## src/include/layerWeights.svh

```systemverilog
// Rows are indexed by neuron, columns by input position in the activation vector
localparam int LayerRows = 10;
localparam int LayerCols = 30;

localparam neuralPkg::weightT LayerWeights [LayerRows][LayerCols] = '{
	'{8'shd2, 8'sh04, 8'sh60, 8'sha0, 8'shee, 8'sh3e, 8'sh05, 8'shd4, 8'sh0e, 8'she3,
		8'she4, 8'shf6, 8'sh21, 8'shdf, 8'sh20, 8'shd5, 8'sh02, 8'sh30, 8'shef, 8'shfc,
		8'sh11, 8'sh4e, 8'shfb, 8'sh23, 8'shcd, 8'she1, 8'shf7, 8'shfb, 8'sh4c, 8'sh13},
	'{8'sh1c, 8'shf3, 8'sh47, 8'sh0a, 8'shc8, 8'sh29, 8'she6, 8'sh52, 8'sh11, 8'shfd,
		8'sh3b, 8'sh9e, 8'sh07, 8'sh64, 8'shd9, 8'sh2a, 8'shf0, 8'sh15, 8'shb7, 8'sh48,
		8'sh0c, 8'she9, 8'sh33, 8'sh71, 8'sha6, 8'sh1f, 8'shd0, 8'sh5c, 8'sh08, 8'shec},
	'{8'sh6a, 8'sh02, 8'shdb, 8'sh37, 8'sh19, 8'shc1, 8'sh4f, 8'shfa, 8'sh23, 8'sh8c,
		8'sh10, 8'she7, 8'sh55, 8'sh0b, 8'shcc, 8'sh3d, 8'shf8, 8'sh26, 8'sh9a, 8'sh41,
		8'sh05, 8'shbe, 8'sh2f, 8'sh68, 8'shf1, 8'sh0d, 8'sh77, 8'shc4, 8'sh1a, 8'she2},
	'{8'shf4, 8'sh3a, 8'sh81, 8'sh16, 8'sh5d, 8'sh0f, 8'she0, 8'sh2c, 8'shb3, 8'sh49,
		8'shfe, 8'sh13, 8'sh6f, 8'shd7, 8'sh21, 8'sh8a, 8'sh39, 8'sh0e, 8'shc6, 8'sh5a,
		8'sheb, 8'sh17, 8'sh44, 8'sh93, 8'sh09, 8'shd3, 8'sh60, 8'sh2b, 8'shf7, 8'sh35},
	'{8'sh0b, 8'sh9c, 8'sh27, 8'she5, 8'sh72, 8'sh18, 8'shcf, 8'sh43, 8'sh06, 8'shb8,
		8'sh5e, 8'sh2d, 8'shf2, 8'sh14, 8'sh86, 8'sh3f, 8'shda, 8'sh61, 8'sh01, 8'shc9,
		8'sh38, 8'sh7a, 8'she8, 8'sh12, 8'sh4d, 8'shad, 8'sh25, 8'shf9, 8'sh69, 8'sh0c},
	'{8'shc3, 8'sh50, 8'sh1e, 8'shf6, 8'sh08, 8'sh9b, 8'sh34, 8'she1, 8'sh7c, 8'sh2e,
		8'shd5, 8'sh0a, 8'sh46, 8'shbb, 8'sh63, 8'sh19, 8'shf3, 8'sh28, 8'sh95, 8'sh0d,
		8'sh4a, 8'she6, 8'sh1b, 8'sh70, 8'shc0, 8'sh36, 8'shfb, 8'sh5f, 8'sh03, 8'sha9},
	'{8'sh2a, 8'she9, 8'sh5b, 8'sh04, 8'shb1, 8'sh66, 8'sh0f, 8'shd8, 8'sh31, 8'sh7f,
		8'shce, 8'sh12, 8'sh48, 8'shf5, 8'sh8e, 8'sh22, 8'sh07, 8'sh6c, 8'shdd, 8'sh39,
		8'sha4, 8'sh1d, 8'sh57, 8'shef, 8'sh10, 8'sh84, 8'sh3c, 8'shcb, 8'sh62, 8'sh15},
	'{8'sh47, 8'sh0e, 8'shcd, 8'sh73, 8'sh1a, 8'shea, 8'sh2f, 8'sh99, 8'sh54, 8'sh06,
		8'shf1, 8'sh3b, 8'shc2, 8'sh68, 8'sh0c, 8'shb6, 8'sh45, 8'shfc, 8'sh27, 8'sh8d,
		8'sh13, 8'sh5c, 8'she3, 8'sh36, 8'sha1, 8'sh79, 8'sh0b, 8'shd6, 8'sh2c, 8'sh4e},
	'{8'she7, 8'sh24, 8'sh03, 8'shbd, 8'sh58, 8'shf9, 8'sh11, 8'sh6d, 8'shc5, 8'sh32,
		8'sh80, 8'sh1f, 8'sh5a, 8'she2, 8'sh09, 8'sh74, 8'shac, 8'sh3e, 8'sh17, 8'shd1,
		8'sh65, 8'sh0a, 8'sh9f, 8'sh2b, 8'shf0, 8'sh43, 8'shc8, 8'sh1c, 8'sh56, 8'sh8b},
	'{8'sh10, 8'shc7, 8'sh6e, 8'sh29, 8'shf4, 8'sh05, 8'sh97, 8'sh3a, 8'shdc, 8'sh51,
		8'sh0d, 8'sh82, 8'sh37, 8'shea, 8'sh1e, 8'shc3, 8'sh6b, 8'sh04, 8'shb9, 8'sh2d,
		8'sh75, 8'shfa, 8'sh4c, 8'sh18, 8'she5, 8'sh02, 8'sh8f, 8'sh33, 8'shd4, 8'sh67}
};

// One bias per neuron, added before the ReLU
localparam neuralPkg::weightT LayerBias [LayerRows] = '{
	8'shf5, 8'sh0c, 8'she8, 8'sh21, 8'sh07, 8'shd6, 8'sh3a, 8'shfe, 8'sh14, 8'shc9
};

```

## src/hdl/neuralPkg.sv

```systemverilog
`default_nettype none

package neuralPkg;

	parameter int DefaultInputs = 30; // Activations per vector
	parameter int DefaultNeurons = 10;

	typedef logic signed [7:0] actT;
	typedef logic signed [7:0] weightT; // Weights and biases share the int8 format
	typedef logic [3:0] neuronIdxT; // Up to 16 neurons

	// One slot of the controller's in-flight delay line
	typedef struct packed {
		logic valid;
		neuronIdxT index;
	} issueT;

	typedef struct packed {
		neuronIdxT index;
		actT value;
	} resultT;

	typedef enum logic [1:0] {
		Idle,
		Load,
		Issue,
		Drain
	} layerStateT;

endpackage

`default_nettype wire

```

## src/hdl/activationBuffer.sv

```systemverilog
`timescale 1ns/1ps
`default_nettype none

module activationBuffer #(
	parameter int NumInputs = neuralPkg::DefaultInputs
) (
	input wire logic clk,
	input wire logic reset,
	input wire neuralPkg::actT actIn,
	input wire logic actStrobe,
	input wire logic clear,
	output neuralPkg::actT acts [NumInputs],
	output logic full
);

	localparam int CountWidth = $clog2(NumInputs + 1);

	logic [CountWidth-1:0] fillCount;
	logic accept;

	assign full = fillCount == CountWidth'(NumInputs);
	assign accept = actStrobe && !full; // Strobes are dropped until the controller clears

	always_ff @(posedge clk)
	begin
		if (reset)
			fillCount <= '0;
		else if (clear)
			fillCount <= '0; // Data stays put, only the count restarts
		else if (accept)
			fillCount <= fillCount + 1'b1;
	end

	// Newest value enters at the top, so the first strobe lands at index 0
	always_ff @(posedge clk)
	begin
		if (accept)
		begin
			for (int i = 0; i < NumInputs - 1; i++)
				acts[i] <= acts[i + 1];
			acts[NumInputs - 1] <= actIn;
		end
	end

	assert property (@(posedge clk) disable iff (reset) actStrobe |-> !full)
		else $error("activationBuffer: strobe while the vector is full");

	assert property (@(posedge clk) disable iff (reset) fillCount <= CountWidth'(NumInputs))
		else $error("activationBuffer: fill count past the vector length");

endmodule

`default_nettype wire

```

## src/hdl/layerControl.sv

```systemverilog
`timescale 1ns/1ps
`default_nettype none

module layerControl #(
	parameter int NumNeurons = neuralPkg::DefaultNeurons
) (
	input wire logic clk,
	input wire logic reset,
	input wire logic full,
	output logic clear,
	output neuralPkg::neuronIdxT index,
	output neuralPkg::neuronIdxT resultIndex,
	output logic resultStrobe,
	output logic done,
	output logic busy
);
	import neuralPkg::*;

	localparam int PipeDepth = 4; // Weight table plus three neuron stages
	localparam neuronIdxT LastIndex = neuronIdxT'(NumNeurons - 1);

	layerStateT state;
	layerStateT stateNext;
	issueT issueNow;
	issueT issuePipe [PipeDepth];
	logic lastIssue;

	assign lastIssue = index == LastIndex;
	assign issueNow = '{valid: state == Issue, index: index};
	assign clear = state == Issue && index == '0; // First issue releases the buffer count

	always_comb
	begin
		stateNext = state;
		case (state)
			Idle: stateNext = Load;
			Load:
				if (full)
					stateNext = Issue;
			Issue:
				if (lastIssue)
					stateNext = Drain;
			Drain:
				if (done)
					stateNext = Load;
			default: stateNext = Idle;
		endcase
	end

	always_ff @(posedge clk)
	begin
		if (reset)
		begin
			state <= Idle;
			index <= '0;
		end
		else
		begin
			state <= stateNext;
			if (state == Issue)
				index <= lastIssue ? '0 : index + 1'b1; // One neuron per cycle
		end
	end

	// Each issue record walks alongside its neuron through ROM and datapath
	always_ff @(posedge clk)
	begin
		if (reset)
		begin
			for (int i = 0; i < PipeDepth; i++)
				issuePipe[i] <= '0;
		end
		else
		begin
			issuePipe[0] <= issueNow;
			for (int i = 1; i < PipeDepth; i++)
				issuePipe[i] <= issuePipe[i - 1];
		end
	end

	assign resultStrobe = issuePipe[PipeDepth - 1].valid;
	assign resultIndex = issuePipe[PipeDepth - 1].index;
	assign done = resultStrobe && resultIndex == LastIndex;
	assign busy = state == Issue || state == Drain;

	assert property (@(posedge clk) disable iff (reset)
		resultStrobe |-> state inside {Issue, Drain})
		else $error("layerControl: result strobe outside a computation");

	assert property (@(posedge clk) disable iff (reset) done |=> !busy)
		else $error("layerControl: busy still high after done");

endmodule

`default_nettype wire

```

## src/hdl/neuralLayer.sv

```systemverilog
`timescale 1ns/1ps
`default_nettype none

module neuralLayer #(
	parameter int NumInputs = neuralPkg::DefaultInputs,
	parameter int NumNeurons = neuralPkg::DefaultNeurons
) (
	input wire logic clk,
	input wire logic reset,
	input wire neuralPkg::actT actIn,
	input wire logic actStrobe,
	output neuralPkg::resultT result,
	output logic resultStrobe,
	output logic done,
	output logic busy
);
	import neuralPkg::*;

	actT acts [NumInputs];
	weightT weights [NumInputs];
	weightT bias;
	logic full;
	logic clear;
	neuronIdxT index;
	neuronIdxT resultIndex;
	actT activation;

	activationBuffer #(.NumInputs(NumInputs)) buffer (
		.clk(clk),
		.reset(reset),
		.actIn(actIn),
		.actStrobe(actStrobe),
		.clear(clear),
		.acts(acts),
		.full(full)
	);

	layerControl #(.NumNeurons(NumNeurons)) control (
		.clk(clk),
		.reset(reset),
		.full(full),
		.clear(clear),
		.index(index),
		.resultIndex(resultIndex),
		.resultStrobe(resultStrobe),
		.done(done),
		.busy(busy)
	);

	weightRom #(.NumInputs(NumInputs), .NumNeurons(NumNeurons)) rom (
		.clk(clk),
		.index(index),
		.weights(weights),
		.bias(bias)
	);

	neuronNode #(.NumInputs(NumInputs)) neuron (
		.clk(clk),
		.reset(reset),
		.acts(acts),
		.weights(weights),
		.bias(bias),
		.activation(activation)
	);

	assign result = '{index: resultIndex, value: activation}; // Delay line keeps both aligned

endmodule

`default_nettype wire

```

## src/hdl/neuronNode.sv

```systemverilog
`timescale 1ns/1ps
`default_nettype none

module neuronNode #(
	parameter int NumInputs = neuralPkg::DefaultInputs
) (
	input wire logic clk,
	input wire logic reset,
	input wire neuralPkg::actT acts [NumInputs],
	input wire neuralPkg::weightT weights [NumInputs],
	input wire neuralPkg::weightT bias,
	output neuralPkg::actT activation
);
	import neuralPkg::*;

	actT actsQ [NumInputs]; // Stage 1
	weightT weightsQ [NumInputs];
	weightT biasQ;
	actT sumNext;
	actT sumQ; // Stage 2

	always_ff @(posedge clk)
	begin
		if (reset)
		begin
			for (int i = 0; i < NumInputs; i++)
			begin
				actsQ[i] <= '0;
				weightsQ[i] <= '0;
			end
			biasQ <= '0;
		end
		else
		begin
			actsQ <= acts;
			weightsQ <= weights;
			biasQ <= bias;
		end
	end

	// Everything is 8 bits wide, so each product and the running sum wrap
	always_comb
	begin
		sumNext = biasQ;
		for (int i = 0; i < NumInputs; i++)
			sumNext = sumNext + actsQ[i] * weightsQ[i]; // Low byte of the product only
	end

	always_ff @(posedge clk)
	begin
		if (reset)
		begin
			sumQ <= '0;
			activation <= '0;
		end
		else
		begin
			sumQ <= sumNext;
			activation <= sumQ[7] ? '0 : sumQ; // ReLU on the wrapped byte
		end
	end

endmodule

`default_nettype wire

```

## src/hdl/weightRom.sv

```systemverilog
`timescale 1ns/1ps
`default_nettype none

module weightRom #(
	parameter int NumInputs = neuralPkg::DefaultInputs,
	parameter int NumNeurons = neuralPkg::DefaultNeurons
) (
	input wire logic clk,
	input wire neuralPkg::neuronIdxT index,
	output neuralPkg::weightT weights [NumInputs],
	output neuralPkg::weightT bias
);

	`include "layerWeights.svh"

	// The layer may use fewer rows or columns than the table holds, never more
	if (NumNeurons > LayerRows || NumInputs > LayerCols)
	begin : gTableCheck
		$error("weightRom: layer is larger than the weight table");
	end

	always_ff @(posedge clk)
	begin
		for (int i = 0; i < NumInputs; i++)
			weights[i] <= LayerWeights[index][i]; // Row lands one cycle after the index
		bias <= LayerBias[index];
	end

	// Index comes from the controller and must stay inside the layer
	assert property (@(posedge clk) !$isunknown(index) |-> index < NumNeurons)
		else $error("weightRom: neuron index %0d out of range", index);

endmodule

`default_nettype wire

```

## config.mk

```make
export PLATFORM = sky130hd
export DESIGN_NAME = neuralLayer
export DESIGN_NICKNAME = d
export VERILOG_FILES = /design/src/hdl/neuralPkg.sv /design/src/hdl/activationBuffer.sv /design/src/hdl/layerControl.sv /design/src/hdl/neuralLayer.sv /design/src/hdl/neuronNode.sv /design/src/hdl/weightRom.sv
export VERILOG_INCLUDE_DIRS = /design/src /design/src/include
export SDC_FILE = /design/constraint.sdc
export NUM_CORES = 2
export LEC_CHECK = 0
export BUFFER_PORTS_ARGS = -buffer_cell sky130_fd_sc_hd__buf_4
export CAP_MARGIN = 20
export CORE_MARGIN = 4
export CORE_UTILIZATION = 35
export CTS_CLUSTER_SIZE = 20
export DETAILED_ROUTE_END_ITERATION = 7
export PLACE_DENSITY = 0.61
export SYNTH_ARGS = -nofsm -noshare
export SYNTH_HDL_FRONTEND = slang
export SYNTH_SLANG_ARGS = --single-unit
```

## constraint.sdc

```tcl
create_clock -name clk -period 12.5 [get_ports clk]
set_clock_uncertainty 0.05 [all_clocks]
set_input_delay 2.5 -clock clk [delete_from_list [all_inputs] [get_ports clk]]
set_output_delay 2.5 -clock clk [all_outputs]
set_load 0.005 [all_outputs]
```

* After elaboration in Yosys (flattened, before gate mapping)
Memories as Yosys holds them, arrays and structs flattened. A register that Yosys moved wholly into a read port is not among the register bits.
Index checks and enable logic that the tools add are counted.
** Cells by class
- Add/sub/neg operators :: 32
- Multiply operators :: 30
- Equality and inequality tests :: 9
- Multiplexer cells :: 12
- Bitwise gates (word level) :: 5
- Reduce and logical (&&, ||, !) cells :: 10
** Operators by type and width (count)
- $add A8 B8 Y8 :: 30
- $mul A8 B8 Y8 :: 30
- $mux W5 :: 4
- $eq A4 B4 Y1 const B :: 2
- $pmux W2 S4 :: 1
- $mux W2 :: 3
- $ne A2 B2 Y1 const B :: 3
- $add A5 B1 Y5 const B :: 1
- $eq A5 B5 Y1 const B :: 1
- $not A4 Y5 :: 1
- $add A4 B1 Y4 const B :: 1
- $eq A2 B2 Y1 const B :: 2
- $logic_not A4 Y1 :: 1
- $mux W4 :: 1
- $or A1 B1 Y1 :: 4
- $reduce_or A2 Y1 :: 2
- $logic_and A1 B1 Y1 :: 3
- $mux W1 :: 3
- $reduce_and A3 Y1 :: 1
- $eq A2 B1 Y1 const B :: 1
- $logic_not A2 Y1 :: 1
- $logic_not A1 Y1 :: 1
- $logic_or A1 B1 Y1 :: 1
** Storage, ports and cells
- Bits in registers :: 755
- Bits in writable memories :: 20
- Memory bits (read-only) :: 3968
- Bits of input ports :: 11
- Output and inout bits :: 15
- Word-level logic and storage cells :: 198
- Memories kept :: 3
** Memory list
- (name not given) :: depth 16, bits a word 240, rd ports 1, clocked after Yosys merged registers in 1, wr ports 0, RTL line weightRom.sv:25 : weights[i] <= LayerWeights[index][i];
- (name not given) :: depth 16, bits a word 8, rd ports 1, clocked after Yosys merged registers in 1, wr ports 0, RTL line weightRom.sv:26 : bias <= LayerBias[index];
- control.issuePipe :: depth 4, bits a word 5, rd ports 4, clocked after Yosys merged registers in 0, wr ports 4, RTL line layerControl.sv:25 : issueT issuePipe [PipeDepth];

* Longest topological paths before layout
- Depth after elaboration :: 31
- Mapped depth :: 36
- Gate-level depth less buffers :: 35

* Modules after synthesis
Synthesis repeated with hierarchy kept, for this count alone.
** Unflattened totals
- Cells, all modules :: 5506
- Area, all modules :: 59505.8 µm²
** Modules (own cells, without submodules)
- neuronNode :: times used 1, cells an instance 4516, area an instance 44580.3 µm², sequential area each 10069.7 µm²
- activationBuffer :: times used 1, cells an instance 268, area an instance 7464.7 µm², sequential area each 7307.0 µm²
- weightRom :: times used 1, cells an instance 634, area an instance 6536.3 µm², sequential area each 4384.2 µm²
- layerControl :: times used 1, cells an instance 88, area an instance 924.6 µm², sequential area each 520.5 µm²

* Least setup slack after synthesis
No wires, ideal clock.
- Path kind :: in2reg
- From :: in actStrobe
- To :: reg buffer.fillCount[3]
- Library setup time :: 0.066 ns
- Arrival :: 10.234 ns
- Data required time :: 12.384 ns
- Path slack :: 2.150 ns
- Cell stages on the path :: 5
- Path buffers :: 1
- Cells stage by stage :: and2_1 -> clkbuf_1 -> nand4_1 -> xor2_1 -> nor2_1
** Between the ends
- Cells in the longest elaborated chain, start to end :: 1
** RTL lines
- from (decl) :: RTL line neuralLayer.sv:11 : input wire logic actStrobe,
- $logic_and A1 B1 Y1 :: RTL line activationBuffer.sv:22 : assign accept = actStrobe && !full;
- named net buffer.accept :: RTL line activationBuffer.sv:19 : logic accept;
- to (signal assigned) :: RTL line activationBuffer.sv:31 : fillCount <= fillCount + 1'b1;
- to (decl) :: RTL line activationBuffer.sv:18 : logic [CountWidth-1:0] fillCount;
The timed path passes the listed nets, and every way through them passes these cells.
A chain may end at the register's enable or synchronous reset.

* Worst setup path in the final report
- From :: reg neuron.biasQ[6]
- To :: reg neuron.sumQ[7]
** Between the ends
- Cells in the longest elaborated chain, start to end :: 30
** RTL lines
- from (decl) :: RTL line neuronNode.sv:18 : weightT biasQ;
- from (signal assigned) :: RTL line neuronNode.sv:37 : biasQ <= bias;
- $add A8 B8 Y8 (30 in series) :: RTL line neuronNode.sv:46 : sumNext = sumNext + actsQ[i] * weightsQ[i];
- to (signal assigned) :: RTL line neuronNode.sv:58 : sumQ <= sumNext;
- to (decl) :: RTL line neuronNode.sv:20 : actT sumQ;
Every way passes these cells.

==> impl_metrics.tcl <==
set metrics [dict create \
    dpl.hpwl_mm 150 \
    cts-buffers-inserted 100 \
    fillers 16336 \
    wl_per_cell_um 23.6 \
    postSynthCellCount 5475 \
    viasPerCell 4.67 \
    synth-edff-count 240 \
    path_delay_family "adder cells" \
    yosysTopAreaCell "dfxtp_1" \
    ys_warn_count 0 \
    grt_pass1_vias 37936 \
    via_count 36442 \
    path_class "reg -> reg" \
    die_w_um 417 \
    die_y_um 417 \
    post-route-period-util 0.814 \
    wirelength_mm 184 \
    rr_startpoint "neuron.biasQ[6]" \
    insertion_delay_ns 0.75 \
    arrival_ns 10.69 \
    synth_common_cells "inv_1, dfxtp_1, fa_1" \
    ys_types 42 \
    std_cell_rows 149 \
    globalRouteMet2Util 0.339 \
    worstMarginPinSlew_ns 1.23 \
    path_clk_slew_ns 0.07 \
    path_depth 28 \
    final_max_slew_viol_count 0 \
    clockRootBuffer "clkbuf_16" \
    synth_flop_cell "dfxtp_1" \
    slew_headroom 0.181 \
    cts_tree "yes" \
    crit_top_cell "fa_1" \
    r2r_end "neuron.sumQ[7]" \
    cts_hold_buf 0 \
    start_util 0.353 \
    cp_num_buf_inv 5 \
    grt_util_all_layers 0.213 \
    cts.sinks 964 \
    floorplan.die_area_mm2 0.174 \
    required_ns 13.02 \
    drc_errors 0 \
    final-hold-violation-count 0 \
    worst-path-max-fanout 14 \
    yosysSeqAreaShare 0.371 \
    r2r_slack_ns 2.32 \
    overflow 0 \
    worstHoldPathType "reg -> reg" \
    firstDrtPassIters 6 \
    coreArea_mm2 0.166 \
    finalSetupTns_ns 0 \
    status "finished, final reports clean" \
    antenna_left 0 \
    drt_first_iter_violations 3165 \
    synth-seq-cells 964 \
    gp_congestion 0.999 \
    crit_path_max_incr_delay_ns 0.94 \
    antenna_found_initial 14 \
    avgSynthCellArea_um2 10.7 \
    worstSetupStartpoint "neuron.biasQ[6]" \
    grt.busiest_layer "met2" \
    synth_nets 6598 \
    drive_above_1_share 0.0424 \
    endpoint "neuron.sumQ[7]" \
    post-cts-setup-buffers 0 \
    cts_resized 0 \
    syn2layout_area_growth_pct 10.9 \
    async_flop_share 0 \
    slowest_stage "dfxtp_1" \
    grt_pass1_wl_mm 267 \
    met1_usage 0.290 \
    syn_area_mm2 0.0585 \
    grt.met3_usage 0.0343 \
    worstRegToRegCells 28 \
    io_pins 26 \
    setup_viol 0 \
    grt_max_degree 143 \
    htreeDepth 3 \
    yosysMostFrequentCell "inv_1" \
    layout_min_cycle_time_ns 10.18 \
    rsz0062_at_grt "no" \
    max_freq_ghz 0.0983 \
    ys_top_cells_by_area "dfxtp_1, fa_1, edfxtp_1" \
    placement.io_buffers 24 \
    critPathCaptureType "register" \
    max_cap_viol_count 0 \
    max-clock-path-buffers 3 \
    final_nets 6650 \
    synth_top_area_share 0.248 \
    cp-start-kind "register" \
]
==> per-stage QoR <==
stage          worst slack (ns)  hold WS (ns)  area, um^2  cells  utilization
2_1_floorplan              2.15         0.356       58500   5475            -
3_3_place_gp               2.49         0.367       61300   7613        0.370
3_5_place_dp               2.40         0.370       61300   7614        0.370
4_1_cts                    2.35         0.369       64900   7804        0.392
5_1_grt                    2.03         0.383       64900   7804        0.392
6_report                   2.32         0.372       64900   7807        0.392
==> placed cells by master, fill, tap and decap left out, drive strengths merged, types with 4 or more instances in the layout <==
master	count
inv	883
dfxtp	724
fa	596
and2	577
nand2	572
ha	516
nor2b	502
xnor2	434
edfxtp	240
clkbuf	134
nor2	88
xor2	75
a21oi	59
buf	53
o21ai	49
clkinv	32
nand2b	14
bufinv	11
or2	11
nor3	7
o31ai	4
xnor3	4
==> cells by family after synthesis <==
logic type                 after synthesis  share of synthesized area
AOI/OAI and AO/OA                      129                     0.0119
xor gates and xnor gates               513                     0.0780
adders and majority gates             1112                      0.314
buffers and inverters                  974                     0.0626
DFF                                    964                      0.371
muxes                                    1                   0.000171
other                                    1                  0.0000641
and+or+nand+nor                       1781                      0.162
==> sequential cells by signal, summed over array words and instances, names as in the netlist <==
register / count
neuron.activation: 7
neuron.sumQ: 8
neuron.actsQ: 240
neuron.weightsQ: 214
rom.weights: 212
control.index: 4
control.issuePipe: 20
buffer.fillCount: 5
control.state: 2
rom.bias: 7
buffer.acts: 240
neuron.biasQ: 5
==> worst reg2reg max path, delay by kind of cell, from the launching register on <==
family,cells,cell delay [ns]
buffers and inverters,5,0.31
xor gates and xnor gates,9,2.31
and+or+nand+nor,2,0.24
adders and majority gates,12,6.17
DFF,1,0.94
==> area by class of cell <==
type                    count  area, um^2  share of cell area
clock buffers             134        2790              0.0431
multi-input cells        3537       33200               0.511
well taps                2189        2740              0.0422
flip-flops and latches    964       21700               0.335
inverters                 871        3270              0.0504
clock inverters            56         764              0.0118
diodes                      3        7.51            0.000116
repair buffers             53         434             0.00669
==> per-layer routing <==
layer / share of wire / wire [um]
met5: 0.00020 / 36
met4: 0.045 / 8200
met3: 0.065 / 11900
met2: 0.45 / 83500
met1: 0.44 / 80200
==> worst min path at each step <==
stage                                 from  slack, ns              endpoint  cells past startpoint
final                     rom.weights[177]       0.37  neuron.weightsQ[177]                      1
after global routing      rom.weights[113]       0.38  neuron.weightsQ[113]                      1
after CTS                 buffer.acts[233]       0.37     neuron.actsQ[233]                      1
after detailed placement  rom.weights[167]       0.37  neuron.weightsQ[167]                      1
after global placement    rom.weights[159]       0.37  neuron.weightsQ[159]                      1
after floorplan             neuron.sumQ[0]       0.36  neuron.activation[0]                      1
Power is left out: the tool's default activity adds up to more than one toggle a clock period on the data nets, which glitch-free logic cannot reach.
